File: config.mk
export PLATFORM = sky130hd
export DESIGN_NAME = engine_read_write
export DESIGN_NICKNAME = d
export VERILOG_FILES = /design/src/rw_types_pkg.sv /design/src/rw_config_pkg.sv /design/src/rw_response_router.sv /design/src/rw_configure_memory.sv /design/src/rw_generator.sv /design/src/engine_read_write.sv
export SDC_FILE = /design/constraint.sdc
export NUM_CORES = 1
export LEC_CHECK = 0
export ABC_AREA = 1
export ABC_CLOCK_PERIOD_IN_PS = 3250
export BUFFER_PORTS_ARGS = -buffer_cell sky130_fd_sc_hd__buf_2
export CAP_MARGIN = 20
export CORE_ASPECT_RATIO = 1.2
export CORE_MARGIN = 2
export CORE_UTILIZATION = 35
export DETAILED_ROUTE_END_ITERATION = 16
export GPL_TIMING_DRIVEN = 0
export MAX_ROUTING_LAYER = met4
export PLACE_DENSITY = 0.54
export REMOVE_ABC_BUFFERS = 1
export SLEW_MARGIN = 40
export SYNTH_ARGS = -nofsm -noshare
export SYNTH_HDL_FRONTEND = slang
export SYNTH_SLANG_ARGS = --single-unit
File: constraint.sdc
create_clock -name ap_clk -period 3.25 [get_ports ap_clk]
set_clock_uncertainty 0.15 [all_clocks]
set_input_delay 0.1625 -clock ap_clk [delete_from_list [all_inputs] [get_ports ap_clk]]
set_output_delay 0.1625 -clock ap_clk [all_outputs]
set_load 0.05 [all_outputs]
File: src/rw_types_pkg.sv
`default_nettype none

package rw_types_pkg;

    // ----------------------------------------
    // Field widths
    // ----------------------------------------

    // Byte address into graph memory
    localparam int ADDR_WIDTH = 32;

    // One vertex data word
    localparam int DATA_WIDTH = 32;

    // Vertex index, doubles as the memory tag
    localparam int INDEX_WIDTH = 16;

    // Destination field of a memory response
    localparam int MODULE_ID_WIDTH = 1;

    // One bit wider than an index so a full index range fits
    localparam int COUNT_WIDTH = INDEX_WIDTH + 1;

    // Word index to byte address
    localparam int WORD_SHIFT = 2;

    // ----------------------------------------
    // Vector types
    // ----------------------------------------

    // Memory byte address
    typedef logic [ADDR_WIDTH-1:0] addr_t;

    // Vertex data word
    typedef logic [DATA_WIDTH-1:0] data_t;

    // Vertex index and memory tag
    typedef logic [INDEX_WIDTH-1:0] index_t;

    // Response destination
    typedef logic [MODULE_ID_WIDTH-1:0] module_id_t;

    // Packet and outstanding-read counters
    typedef logic [COUNT_WIDTH-1:0] count_t;

endpackage : rw_types_pkg

`default_nettype wire

File: src/rw_config_pkg.sv
`default_nettype none

package rw_config_pkg;

    // ----------------------------------------
    // Response routing
    // ----------------------------------------

    // Configuration block and generator
    localparam int NUM_MODULES = 2;

    localparam rw_types_pkg::module_id_t MODULE_CONFIG    = 1'b0;
    localparam rw_types_pkg::module_id_t MODULE_GENERATOR = 1'b1;

    // ----------------------------------------
    // Configuration words
    // ----------------------------------------

    // Tag of a configuration response selects the word
    localparam rw_types_pkg::index_t CFG_SEL_BASE  = 16'd0;
    localparam rw_types_pkg::index_t CFG_SEL_COUNT = 16'd1;
    localparam rw_types_pkg::index_t CFG_SEL_MODE  = 16'd2;

    // Bit 0 of the mode word
    typedef enum logic [0:0] {
        MODE_READ  = 1'b0,
        MODE_WRITE = 1'b1
    } mode_t;

    // Configuration collector
    typedef enum logic [0:0] {
        CFG_COLLECT,
        CFG_READY
    } cfg_state_t;

    // Generator control
    typedef enum logic [1:0] {
        GEN_IDLE,
        GEN_RUN,
        GEN_DONE
    } gen_state_t;

endpackage : rw_config_pkg

`default_nettype wire

File: src/rw_response_router.sv
`timescale 1ns/100ps
`default_nettype none

module rw_response_router (
    input  logic                     ap_clk,
    input  logic                     areset,
    input  logic                     response_valid,
    input  rw_types_pkg::module_id_t response_module,
    input  rw_types_pkg::index_t     response_tag,
    input  rw_types_pkg::data_t      response_data,
    output logic                     cfg_valid,
    output rw_types_pkg::index_t     cfg_tag,
    output rw_types_pkg::data_t      cfg_data,
    output logic                     gen_response_valid,
    output rw_types_pkg::index_t     gen_response_tag,
    output rw_types_pkg::data_t      gen_response_data
);

    import rw_types_pkg::*;
    import rw_config_pkg::*;

    // One-hot destination of the current response
    logic [NUM_MODULES-1:0] dest_hit;

    // Decode the module field once
    always_comb begin
        for (int i = 0; i < NUM_MODULES; i++) begin
            dest_hit[i] = response_valid && (response_module == module_id_t'(i));
        end
    end

    // Strobes towards each destination
    always_ff @(posedge ap_clk) begin
        if (areset) begin
            cfg_valid          <= 1'b0;
            gen_response_valid <= 1'b0;
        end else begin
            cfg_valid          <= dest_hit[MODULE_CONFIG];
            gen_response_valid <= dest_hit[MODULE_GENERATOR];
        end
    end

    // Payload is copied to both sides, only the strobe differs
    always_ff @(posedge ap_clk) begin
        cfg_tag           <= response_tag;
        cfg_data          <= response_data;
        gen_response_tag  <= response_tag;
        gen_response_data <= response_data;
    end

endmodule : rw_response_router

`default_nettype wire

File: src/rw_configure_memory.sv
`timescale 1ns/100ps
`default_nettype none

module rw_configure_memory (
    input  logic                 ap_clk,
    input  logic                 areset,
    input  logic                 cfg_valid,
    input  rw_types_pkg::index_t cfg_tag,
    input  rw_types_pkg::data_t  cfg_data,
    output logic                 config_ready,
    output rw_types_pkg::addr_t  config_base,
    output rw_types_pkg::count_t config_count,
    output rw_config_pkg::mode_t config_mode
);

    import rw_types_pkg::*;
    import rw_config_pkg::*;

    cfg_state_t state;

    // One flag per configuration word
    logic seen_base;
    logic seen_count;
    logic seen_mode;

    // Word selected this cycle
    logic hit_base;
    logic hit_count;
    logic hit_mode;

    logic collecting;
    logic all_seen;

    always_comb begin
        collecting = (state == CFG_COLLECT);
        hit_base   = collecting && cfg_valid && (cfg_tag == CFG_SEL_BASE);
        hit_count  = collecting && cfg_valid && (cfg_tag == CFG_SEL_COUNT);
        hit_mode   = collecting && cfg_valid && (cfg_tag == CFG_SEL_MODE);
        // Includes the word arriving now
        all_seen   = (seen_base || hit_base) && (seen_count || hit_count)
                     && (seen_mode || hit_mode);
    end

    // ----------------------------------------
    // Collector FSM
    // ----------------------------------------
    always_ff @(posedge ap_clk) begin
        if (areset) begin
            state      <= CFG_COLLECT;
            seen_base  <= 1'b0;
            seen_count <= 1'b0;
            seen_mode  <= 1'b0;
        end else begin
            seen_base  <= seen_base || hit_base;
            seen_count <= seen_count || hit_count;
            seen_mode  <= seen_mode || hit_mode;
            case (state)
                CFG_COLLECT: begin
                    if (all_seen) begin
                        state <= CFG_READY;
                    end
                end
                // Ready until reset
                CFG_READY: state <= CFG_READY;
                default:   state <= CFG_COLLECT;
            endcase
        end
    end

    // Record only changes while collecting
    always_ff @(posedge ap_clk) begin
        if (hit_base) begin
            config_base <= cfg_data;
        end
        if (hit_count) begin
            config_count <= cfg_data[COUNT_WIDTH-1:0];
        end
        if (hit_mode) begin
            config_mode <= mode_t'(cfg_data[0]);
        end
    end

    assign config_ready = (state == CFG_READY);

endmodule : rw_configure_memory

`default_nettype wire

File: src/rw_generator.sv
`timescale 1ns/100ps
`default_nettype none

module rw_generator (
    input  logic                 ap_clk,
    input  logic                 areset,
    input  logic                 start,
    input  logic                 config_ready,
    input  rw_types_pkg::addr_t  config_base,
    input  rw_types_pkg::count_t config_count,
    input  rw_config_pkg::mode_t config_mode,
    input  logic                 packet_valid,
    input  rw_types_pkg::index_t packet_index,
    input  rw_types_pkg::data_t  packet_data,
    input  logic                 gen_response_valid,
    input  rw_types_pkg::index_t gen_response_tag,
    input  rw_types_pkg::data_t  gen_response_data,
    output logic                 request_memory_valid,
    output logic                 request_memory_write,
    output rw_types_pkg::addr_t  request_memory_address,
    output rw_types_pkg::index_t request_memory_tag,
    output rw_types_pkg::data_t  request_memory_data,
    output logic                 request_engine_valid,
    output rw_types_pkg::index_t request_engine_index,
    output rw_types_pkg::data_t  request_engine_data,
    output logic                 done
);

    import rw_types_pkg::*;
    import rw_config_pkg::*;

    gen_state_t state;

    // Descriptor seen before configuration was ready
    logic start_seen;

    count_t accepted_count;
    count_t accepted_next;
    count_t outstanding_count;
    count_t outstanding_next;

    logic  accept;
    logic  read_issue;
    logic  write_mode;
    addr_t packet_address;

    // ----------------------------------------
    // Accept and count
    // ----------------------------------------
    always_comb begin
        write_mode     = (config_mode == MODE_WRITE);
        // Packets outside GEN_RUN or past the count are dropped
        accept         = packet_valid && (state == GEN_RUN)
                         && (accepted_count != config_count);
        read_issue     = accept && !write_mode;
        packet_address = config_base + (addr_t'(packet_index) << WORD_SHIFT);
        accepted_next  = accepted_count + count_t'(accept);
        // Read and response in one cycle cancel
        case ({read_issue, gen_response_valid})
            2'b10:   outstanding_next = outstanding_count + count_t'(1);
            2'b01:   outstanding_next = outstanding_count - count_t'(1);
            default: outstanding_next = outstanding_count;
        endcase
    end

    // ----------------------------------------
    // Control FSM
    // ----------------------------------------
    always_ff @(posedge ap_clk) begin
        if (areset) begin
            state             <= GEN_IDLE;
            start_seen        <= 1'b0;
            accepted_count    <= '0;
            outstanding_count <= '0;
        end else begin
            accepted_count    <= accepted_next;
            outstanding_count <= outstanding_next;
            if (start) begin
                start_seen <= 1'b1;
            end
            case (state)
                GEN_IDLE: begin
                    // Start strobe and configuration, in either order
                    if ((start || start_seen) && config_ready) begin
                        state <= GEN_RUN;
                    end
                end
                GEN_RUN: begin
                    // Look ahead so done does not lag a cycle
                    if ((accepted_next == config_count) && (outstanding_next == '0)) begin
                        state <= GEN_DONE;
                    end
                end
                GEN_DONE: state <= GEN_DONE;
                default:  state <= GEN_IDLE;
            endcase
        end
    end

    // Request and response strobes
    always_ff @(posedge ap_clk) begin
        if (areset) begin
            request_memory_valid <= 1'b0;
            request_engine_valid <= 1'b0;
        end else begin
            request_memory_valid <= accept;
            request_engine_valid <= gen_response_valid;
        end
    end

    // Request fields, zero data on reads
    always_ff @(posedge ap_clk) begin
        request_memory_write   <= write_mode;
        request_memory_address <= packet_address;
        request_memory_tag     <= packet_index;
        request_memory_data    <= write_mode ? packet_data : '0;
        // Read data returns as an engine packet
        request_engine_index   <= gen_response_tag;
        request_engine_data    <= gen_response_data;
    end

    assign done = (state == GEN_DONE);

endmodule : rw_generator

`default_nettype wire

File: src/engine_read_write.sv
`timescale 1ns/100ps
`default_nettype none

module engine_read_write (
    input  logic                     ap_clk,
    input  logic                     areset_read_write_engine,
    input  logic                     descriptor_valid,
    input  logic                     response_engine_valid,
    input  rw_types_pkg::index_t     response_engine_index,
    input  rw_types_pkg::data_t      response_engine_data,
    input  logic                     response_memory_valid,
    input  rw_types_pkg::module_id_t response_memory_module,
    input  rw_types_pkg::index_t     response_memory_tag,
    input  rw_types_pkg::data_t      response_memory_data,
    output logic                     request_memory_valid,
    output logic                     request_memory_write,
    output rw_types_pkg::addr_t      request_memory_address,
    output rw_types_pkg::index_t     request_memory_tag,
    output rw_types_pkg::data_t      request_memory_data,
    output logic                     request_engine_valid,
    output rw_types_pkg::index_t     request_engine_index,
    output rw_types_pkg::data_t      request_engine_data,
    output logic                     done_out
);

    import rw_types_pkg::*;
    import rw_config_pkg::*;

    // Local reset copies
    logic areset_io;
    logic areset_router;
    logic areset_configure_memory;
    logic areset_generator;

    // Registered inputs
    logic       descriptor_valid_reg;
    logic       response_engine_valid_reg;
    index_t     response_engine_index_reg;
    data_t      response_engine_data_reg;
    logic       response_memory_valid_reg;
    module_id_t response_memory_module_reg;
    index_t     response_memory_tag_reg;
    data_t      response_memory_data_reg;

    // Router to configuration block
    logic   cfg_valid;
    index_t cfg_tag;
    data_t  cfg_data;

    // Router to generator
    logic   gen_response_valid;
    index_t gen_response_tag;
    data_t  gen_response_data;

    // Configuration record
    logic   config_ready;
    addr_t  config_base;
    count_t config_count;
    mode_t  config_mode;

    // Generator outputs ahead of the output register
    logic   gen_request_memory_valid;
    logic   gen_request_memory_write;
    addr_t  gen_request_memory_address;
    index_t gen_request_memory_tag;
    data_t  gen_request_memory_data;
    logic   gen_request_engine_valid;
    index_t gen_request_engine_index;
    data_t  gen_request_engine_data;
    logic   gen_done;

    // ----------------------------------------
    // Reset fan-out
    // ----------------------------------------
    always_ff @(posedge ap_clk) begin
        areset_io               <= areset_read_write_engine;
        areset_router           <= areset_read_write_engine;
        areset_configure_memory <= areset_read_write_engine;
        areset_generator        <= areset_read_write_engine;
    end

    // ----------------------------------------
    // Input and output registers
    // ----------------------------------------
    always_ff @(posedge ap_clk) begin
        if (areset_io) begin
            descriptor_valid_reg      <= 1'b0;
            response_engine_valid_reg <= 1'b0;
            response_memory_valid_reg <= 1'b0;
            request_memory_valid      <= 1'b0;
            request_engine_valid      <= 1'b0;
            done_out                  <= 1'b0;
        end else begin
            descriptor_valid_reg      <= descriptor_valid;
            response_engine_valid_reg <= response_engine_valid;
            response_memory_valid_reg <= response_memory_valid;
            request_memory_valid      <= gen_request_memory_valid;
            request_engine_valid      <= gen_request_engine_valid;
            done_out                  <= gen_done;
        end
    end

    // Payload side, no reset
    always_ff @(posedge ap_clk) begin
        response_engine_index_reg  <= response_engine_index;
        response_engine_data_reg   <= response_engine_data;
        response_memory_module_reg <= response_memory_module;
        response_memory_tag_reg    <= response_memory_tag;
        response_memory_data_reg   <= response_memory_data;
        request_memory_write       <= gen_request_memory_write;
        request_memory_address     <= gen_request_memory_address;
        request_memory_tag         <= gen_request_memory_tag;
        request_memory_data        <= gen_request_memory_data;
        request_engine_index       <= gen_request_engine_index;
        request_engine_data        <= gen_request_engine_data;
    end

    // Memory responses split by module field
    rw_response_router i_response_router (
        .ap_clk             (ap_clk),
        .areset             (areset_router),
        .response_valid     (response_memory_valid_reg),
        .response_module    (response_memory_module_reg),
        .response_tag       (response_memory_tag_reg),
        .response_data      (response_memory_data_reg),
        .cfg_valid          (cfg_valid),
        .cfg_tag            (cfg_tag),
        .cfg_data           (cfg_data),
        .gen_response_valid (gen_response_valid),
        .gen_response_tag   (gen_response_tag),
        .gen_response_data  (gen_response_data)
    );

    rw_configure_memory i_configure_memory (
        .ap_clk       (ap_clk),
        .areset       (areset_configure_memory),
        .cfg_valid    (cfg_valid),
        .cfg_tag      (cfg_tag),
        .cfg_data     (cfg_data),
        .config_ready (config_ready),
        .config_base  (config_base),
        .config_count (config_count),
        .config_mode  (config_mode)
    );

    rw_generator i_generator (
        .ap_clk                 (ap_clk),
        .areset                 (areset_generator),
        .start                  (descriptor_valid_reg),
        .config_ready           (config_ready),
        .config_base            (config_base),
        .config_count           (config_count),
        .config_mode            (config_mode),
        .packet_valid           (response_engine_valid_reg),
        .packet_index           (response_engine_index_reg),
        .packet_data            (response_engine_data_reg),
        .gen_response_valid     (gen_response_valid),
        .gen_response_tag       (gen_response_tag),
        .gen_response_data      (gen_response_data),
        .request_memory_valid   (gen_request_memory_valid),
        .request_memory_write   (gen_request_memory_write),
        .request_memory_address (gen_request_memory_address),
        .request_memory_tag     (gen_request_memory_tag),
        .request_memory_data    (gen_request_memory_data),
        .request_engine_valid   (gen_request_engine_valid),
        .request_engine_index   (gen_request_engine_index),
        .request_engine_data    (gen_request_engine_data),
        .done                   (gen_done)
    );

endmodule : engine_read_write

`default_nettype wire

After elaboration in Yosys (flattened, before gate mapping). Index checks and enable logic that the tools add are counted.

Output and inout port bits: 132. Bits in registers: 505. Logic and storage cells: 85.

Reductions and logical operators: 22. Mux-type cells: 6. Equality and inequality tests: 10. Bitwise logic cells: 2. $add $sub $neg: 4.

Operators by type and width (number): $pmux 17 s2 (1); $add 32x18->32 (1); $add 17x1->17 (1); $add 17x1->17 const B (1); $eq 17x17->1 (1); $logic_not 17->1 (1); $ne 17x17->1 (1); $sub 17x1->17 const B (1); $eq 16x1->1 const B (1); $eq 16x2->1 const B (1); $logic_not 16->1 (1); $logic_and 1x1->1 (13); $pmux 2 s3 (1); $eq 2x1->1 const B (2); $eq 2x2->1 const B (2); $logic_or 1x1->1 (4); $mux 2 (2); $logic_not 2->1 (1); $ne 2x1->1 const B (1); $ne 2x2->1 const B (1); $not 1->1 (2); $pmux 1 s2 (1); $reduce_and 2->1 (1); $logic_not 1->1 (1); $mux 1 (1).

Depth between registers and ports, before layout.
Word-level depth: 10. Gate-level depth with buffers: 28. Gate-level depth less buffers: 28.

Cells and area by module. From an unflattened synthesis, not the netlist that was laid out.

Cells, all modules: 1361. Area total of the unflattened synthesis: 15140.8 µm².

Modules (own cells, without submodules): rw_generator (area each 7233.2 µm², times used 1, seq. area each 3363.2 µm², cells an instance 917); engine_read_write (area each 4709.5 µm², times used 1, seq. area each 4664.5 µm², cells an instance 245); rw_configure_memory (area each 1818.0 µm², times used 1, seq. area each 1581.5 µm², cells an instance 96); rw_response_router (area each 1380.1 µm², times used 1, seq. area each 1001.0 µm², cells an instance 103).

Worst setup path after synthesis. No wires, ideal clock.

Path kind: flip-flop to flip-flop. From: register i_generator.accepted_count[9]. To: register i_generator.state[1]. Data arrival time: 3262 ps. Setup slack: -275 ps. Library setup time: 113 ps. Path buffers: 0. Period minus slack after synthesis: 3525 ps. Cell stages (with the launch flop): 24. Cells stage by stage: dfxtp_1 xnor2_1 nand2_1 nor4_1 nand3_1 nand3_1 or2_2 ha_1 ha_1 nand2_1 inv_1 a21oi_1 nand2_1 nand2_1 nand2_1 or2_1 nand3_1 nand2_1 nor2_1 nand4_1 nand2_2 nand3_1 nand2_1 nor2_1.

Word-level cells in the longest chain between the ends: 9. Elaborated cells on any way between the ends: 12. Those cells by class: add/sub (1); eq/ne (5); mux (1); reduce/logical (5).

RTL lines: start: declaration (RTL line rw_generator.sv:37) `count_t accepted_count;`; start signal: assignment (RTL line rw_generator.sv:76) `accepted_count <= accepted_next;`; branches (longest 6 deep; another with $add 17x1->17); $logic_and 1x1->1 * (RTL line rw_generator.sv:90) `if ((accepted_next == config_count) && (outstanding_next == '0)) begin`; $ne 2x2->1 (no line) *; $reduce_and 2->1 (no line) *; end signal: assignment (RTL line rw_generator.sv:91) `state <= GEN_DONE;`; end signal: assignment (RTL line rw_generator.sv:94) `GEN_DONE: state <= GEN_DONE;`; end signal: assignment (RTL line rw_generator.sv:95) `default: state <= GEN_IDLE;`; end: declaration (RTL line rw_generator.sv:32) `gen_state_t state;`.

Mark *: on every way between the ends. A chain may end at the register's enable or synchronous reset.

Worst setup path in the final report.
From: register i_configure_memory.config_count[15]. To: register i_generator.state[1].

Word-level cells in the longest chain between the ends: 9. Elaborated cells on any way between the ends: 12. Those cells by class: add/sub (1); eq/ne (5); mux (1); reduce/logical (5).

RTL lines: start: declaration (RTL line rw_configure_memory.sv:12) `output rw_types_pkg::count_t config_count,`; start signal: assignment (RTL line rw_configure_memory.sv:76) `config_count <= cfg_data[COUNT_WIDTH-1:0];`; branches (longest 6 deep; another with $add 17x1->17); $logic_and 1x1->1 * (RTL line rw_generator.sv:90); $ne 2x2->1 (no line) *; $reduce_and 2->1 (no line) *.

Marked as above.

==> impl_metrics.yaml <==
outcome:
  status: "complete, but fails checks"
  violations: "setup timing"
power_and_ir_drop:
  pwr-share-clk: 0.424
  p_per_area_nw_per_um2: 656
  p_switching_mw: 2.97
  pwr-share-comb: 0.066
  p_leak_nw: 9.07
  ir_worst_vdd_uv: 513
  power_mw: 13.0
  p_sw_frac: 0.228
  pwr-share-seq: 0.510
  internal_power_mw: 10.1
min_path:
  min_path_cells: 2
  holdCritStartpoint: "response_engine_data[28]"
  whs_endpoint: "response_engine_data_reg[28]"
  hp-class: "in -> reg"
route:
  drt_wl_total_um: 29800
  first_pass_iters: 4
  drtIter0Drc: 285
  vias: 9468
  drcViolationCount: 0
  drtAntennaViolNets: 0
  viasPerCell: 4.20
  post_drt_wl_per_cell_um: 13.2
floorplan:
  io_pins: 234
  core-area_um2: 40800
  floorplan.initialDensity: 0.356
  dieHeight_um: 227
  die_area_um2: 43100
  rows: 81
  chipWidth_um: 190
logic_synthesis:
  async_flop_share: 0
  ys_top_cells_by_count: "dfxtp_1, nand2_1, inv_1"
  synth_top_area_frac: 0.627
  ys.flop_type: "dfxtp_1"
  synth.distinct_cells: 41
  synth_edf_count: 50
  yosys_warnings: 0
  avgSynthCellArea_um2: 11.5
  ys_seq_area_frac: 0.731
  syn_area_um2: 14500
  ys_ff_latch: 505
  synth_area_leaders: "dfxtp_1, edfxtp_1, nand2_1"
  yosysTopAreaCell: "dfxtp_1"
  syn_inst: 1266
  yosys.cell_count.top_type: "dfxtp_1"
cells_and_area:
  syn_to_final_growth_pct: 37.0
  final_area_um2: 19900
  fin_nets: 1814
  fin_cells: 2253
  drive_gt1_frac: 0.277
critical_path:
  worst_ep_arrival_time_ns: 4.20
  crit_fanout: 5
  r2r_setup_slack_ns: -0.65
  r2r-start: "i_configure_memory.config_count[15]"
  slowest_stage: "fa_1"
  end_kind: "register"
  crit_start: "i_configure_memory.config_count[15]"
  cp.required_ns: 3.55
  rr_endpoint: "i_generator.state[1]"
  rr_worst_depth: 25
  start_kind: "register"
  slowest_delay_ns: 0.44
  crit_type: "reg -> reg"
global_route:
  grt_pass1_vias: 9379
  overflow: 0
  grt_pass1_wl_um: 46400
  grt_start_max_net_pins: 42
  grt_antenna_before_repair: 1
  grtUsageTotal: 0.140
sta:
  hold_viol: 0
  rsz0062_at_grt: "yes"
  setup_violations: 8
  maxSlewHeadroom: 0.593
  finalWorstSetupSlack_ns: -0.647
  period_needed_ns: 3.90
  finalCritPeriodShare: 1.20
  worstMarginPinSlew_ns: 0.607
  slew_violations: 0
  fmax_mhz: 257
clock_network:
  cts_max_level: 2
  clk_pin_slew_worst_paths_ns: 0.06
  clk_latency_ns: 0.58
  root_buffer: "clkbuf_16"
  clk_path_buf_depth: 3
  cts_made_buffers: 48
  cts.sinks: 505
  cts_tree: "yes"
placed_design:
  portBuffers: 233
  gp_congestion: 0.825
  numPlacedInstances: 2030
  place_ws_ns: -1.73
  placed_area_um2: 16400
  place_hpwl_um: 20000
job:
  cap_violations: 0
worst max-delay path, delay by kind of cell, from the launching register on:
| family | cells | cell delay, ns |
|---|---|---|
| DFF | 1 | 0.42 |
| and+or+nand+nor | 21 | 2.29 |
| buffers and inverters | 1 | 0.09 |
| xor gates and xnor gates | 1 | 0.21 |
| adders and majority gates | 2 | 0.63 |
cells in the final DEF (no fill, tap or decap), types with 3 or more instances in the layout:
| cell | n |
|---|---|
| dfxtp_1 | 452 |
| nand2_4 | 12 |
| nand2_2 | 30 |
| dlygate4sd3_1 | 101 |
| nand3_2 | 9 |
| nand4_1 | 13 |
| buf_6 | 9 |
| clkbuf_1 | 14 |
| nor2_2 | 6 |
| nand3_1 | 49 |
| nand3b_1 | 6 |
| xor2_1 | 29 |
| inv_1 | 123 |
| nand2_1 | 199 |
| clkbuf_8 | 7 |
| o21bai_1 | 4 |
| xor2_2 | 3 |
| buf_4 | 21 |
| ha_1 | 23 |
| a21oi_1 | 34 |
| buf_2 | 233 |
| or2_2 | 6 |
| nor2_4 | 6 |
| a21oi_4 | 5 |
| clkbuf_16 | 52 |
| nor3_1 | 4 |
| inv_2 | 9 |
| o21ai_1 | 4 |
| o21ai_0 | 14 |
| clkinv_2 | 9 |
| ha_4 | 12 |
| nor4_1 | 5 |
| a21oi_2 | 7 |
| edfxtp_1 | 50 |
| clkinvlp_4 | 3 |
| nor2_1 | 83 |
| xnor2_1 | 19 |
through the flow:
step           TNS [ns]  hold WS [ns]  utilization
2_1_floorplan    -0.559        0.0402            -
3_3_place_gp     -64.90         0.115        0.399
3_5_place_dp     -15.31         0.116        0.402
4_1_cts           -2.84        0.0269        0.480
5_1_grt           -4.98        0.0387        0.487
6_report          -2.06        0.0631        0.487
power groups by stage:
stage / Clock, mW / Sequential (mW) / Combinational [mW]
after CTS: 5.69 / 6.67 / 0.841
final: 5.53 / 6.66 / 0.856
after floorplan: 0 / 7.04 / 0.219
after global routing: 5.96 / 6.69 / 0.927
after detailed placement: 0 / 6.80 / 0.700
after global placement: 0 / 6.79 / 0.692
how the worst max path moves through the flow:
stage,endpoint,cells past startpoint
after detailed placement,i_generator.state[1],24
after floorplan,i_generator.state[1],23
final,i_generator.state[1],25
after CTS,i_generator.state[1],25
after global placement,i_generator.state[1],24
after global routing,i_generator.state[1],25
metal layers:
layer | wire [um] | vias up | GRT usage | share of wire
met3 | 1920 | 69 | 0.0418 | 0.064
met2 | 14700 | 237 | 0.237 | 0.49
li1 | - | 4833 | - | -
met4 | 932 | 0 | 0.0538 | 0.031
met5 | 0 | - | - | 0
met1 | 12300 | 4329 | 0.156 | 0.41
what timing repair did:
action                     in CTS  in global routing
hold endpoints to repair      101                  0
setup endpoints to repair      20                 15
pin swaps                      27                 28
resized for setup              74                 71
setup buffers                  33                  8
hold buffers                  101                  0
cloned                          1                  0
kinds of logic after synthesis:
kind of cell	count (synthesis)	synth area share
adder cells (fa/ha/maj)	39	0.0346
AO/OA/AOI/OAI	79	0.0301
multiplexers	1	0.000689
XOR/XNOR	53	0.0320
flip-flops	505	0.731
AND/OR/NAND/NOR	441	0.133
buffers and inverters	148	0.0391
final cells by class:
type	instances	area (um2)
inverter	134	509
tap	539	674
multi-input combinational	613	3910
timing repair inverter	1	7.51
fill	3641	21000
clock buffer	73	1450
sequential	505	10600
timing repair buffer	370	2560
antenna	1	2.50
clock inverter	17	161
Power figures use the tool's default switching activity.
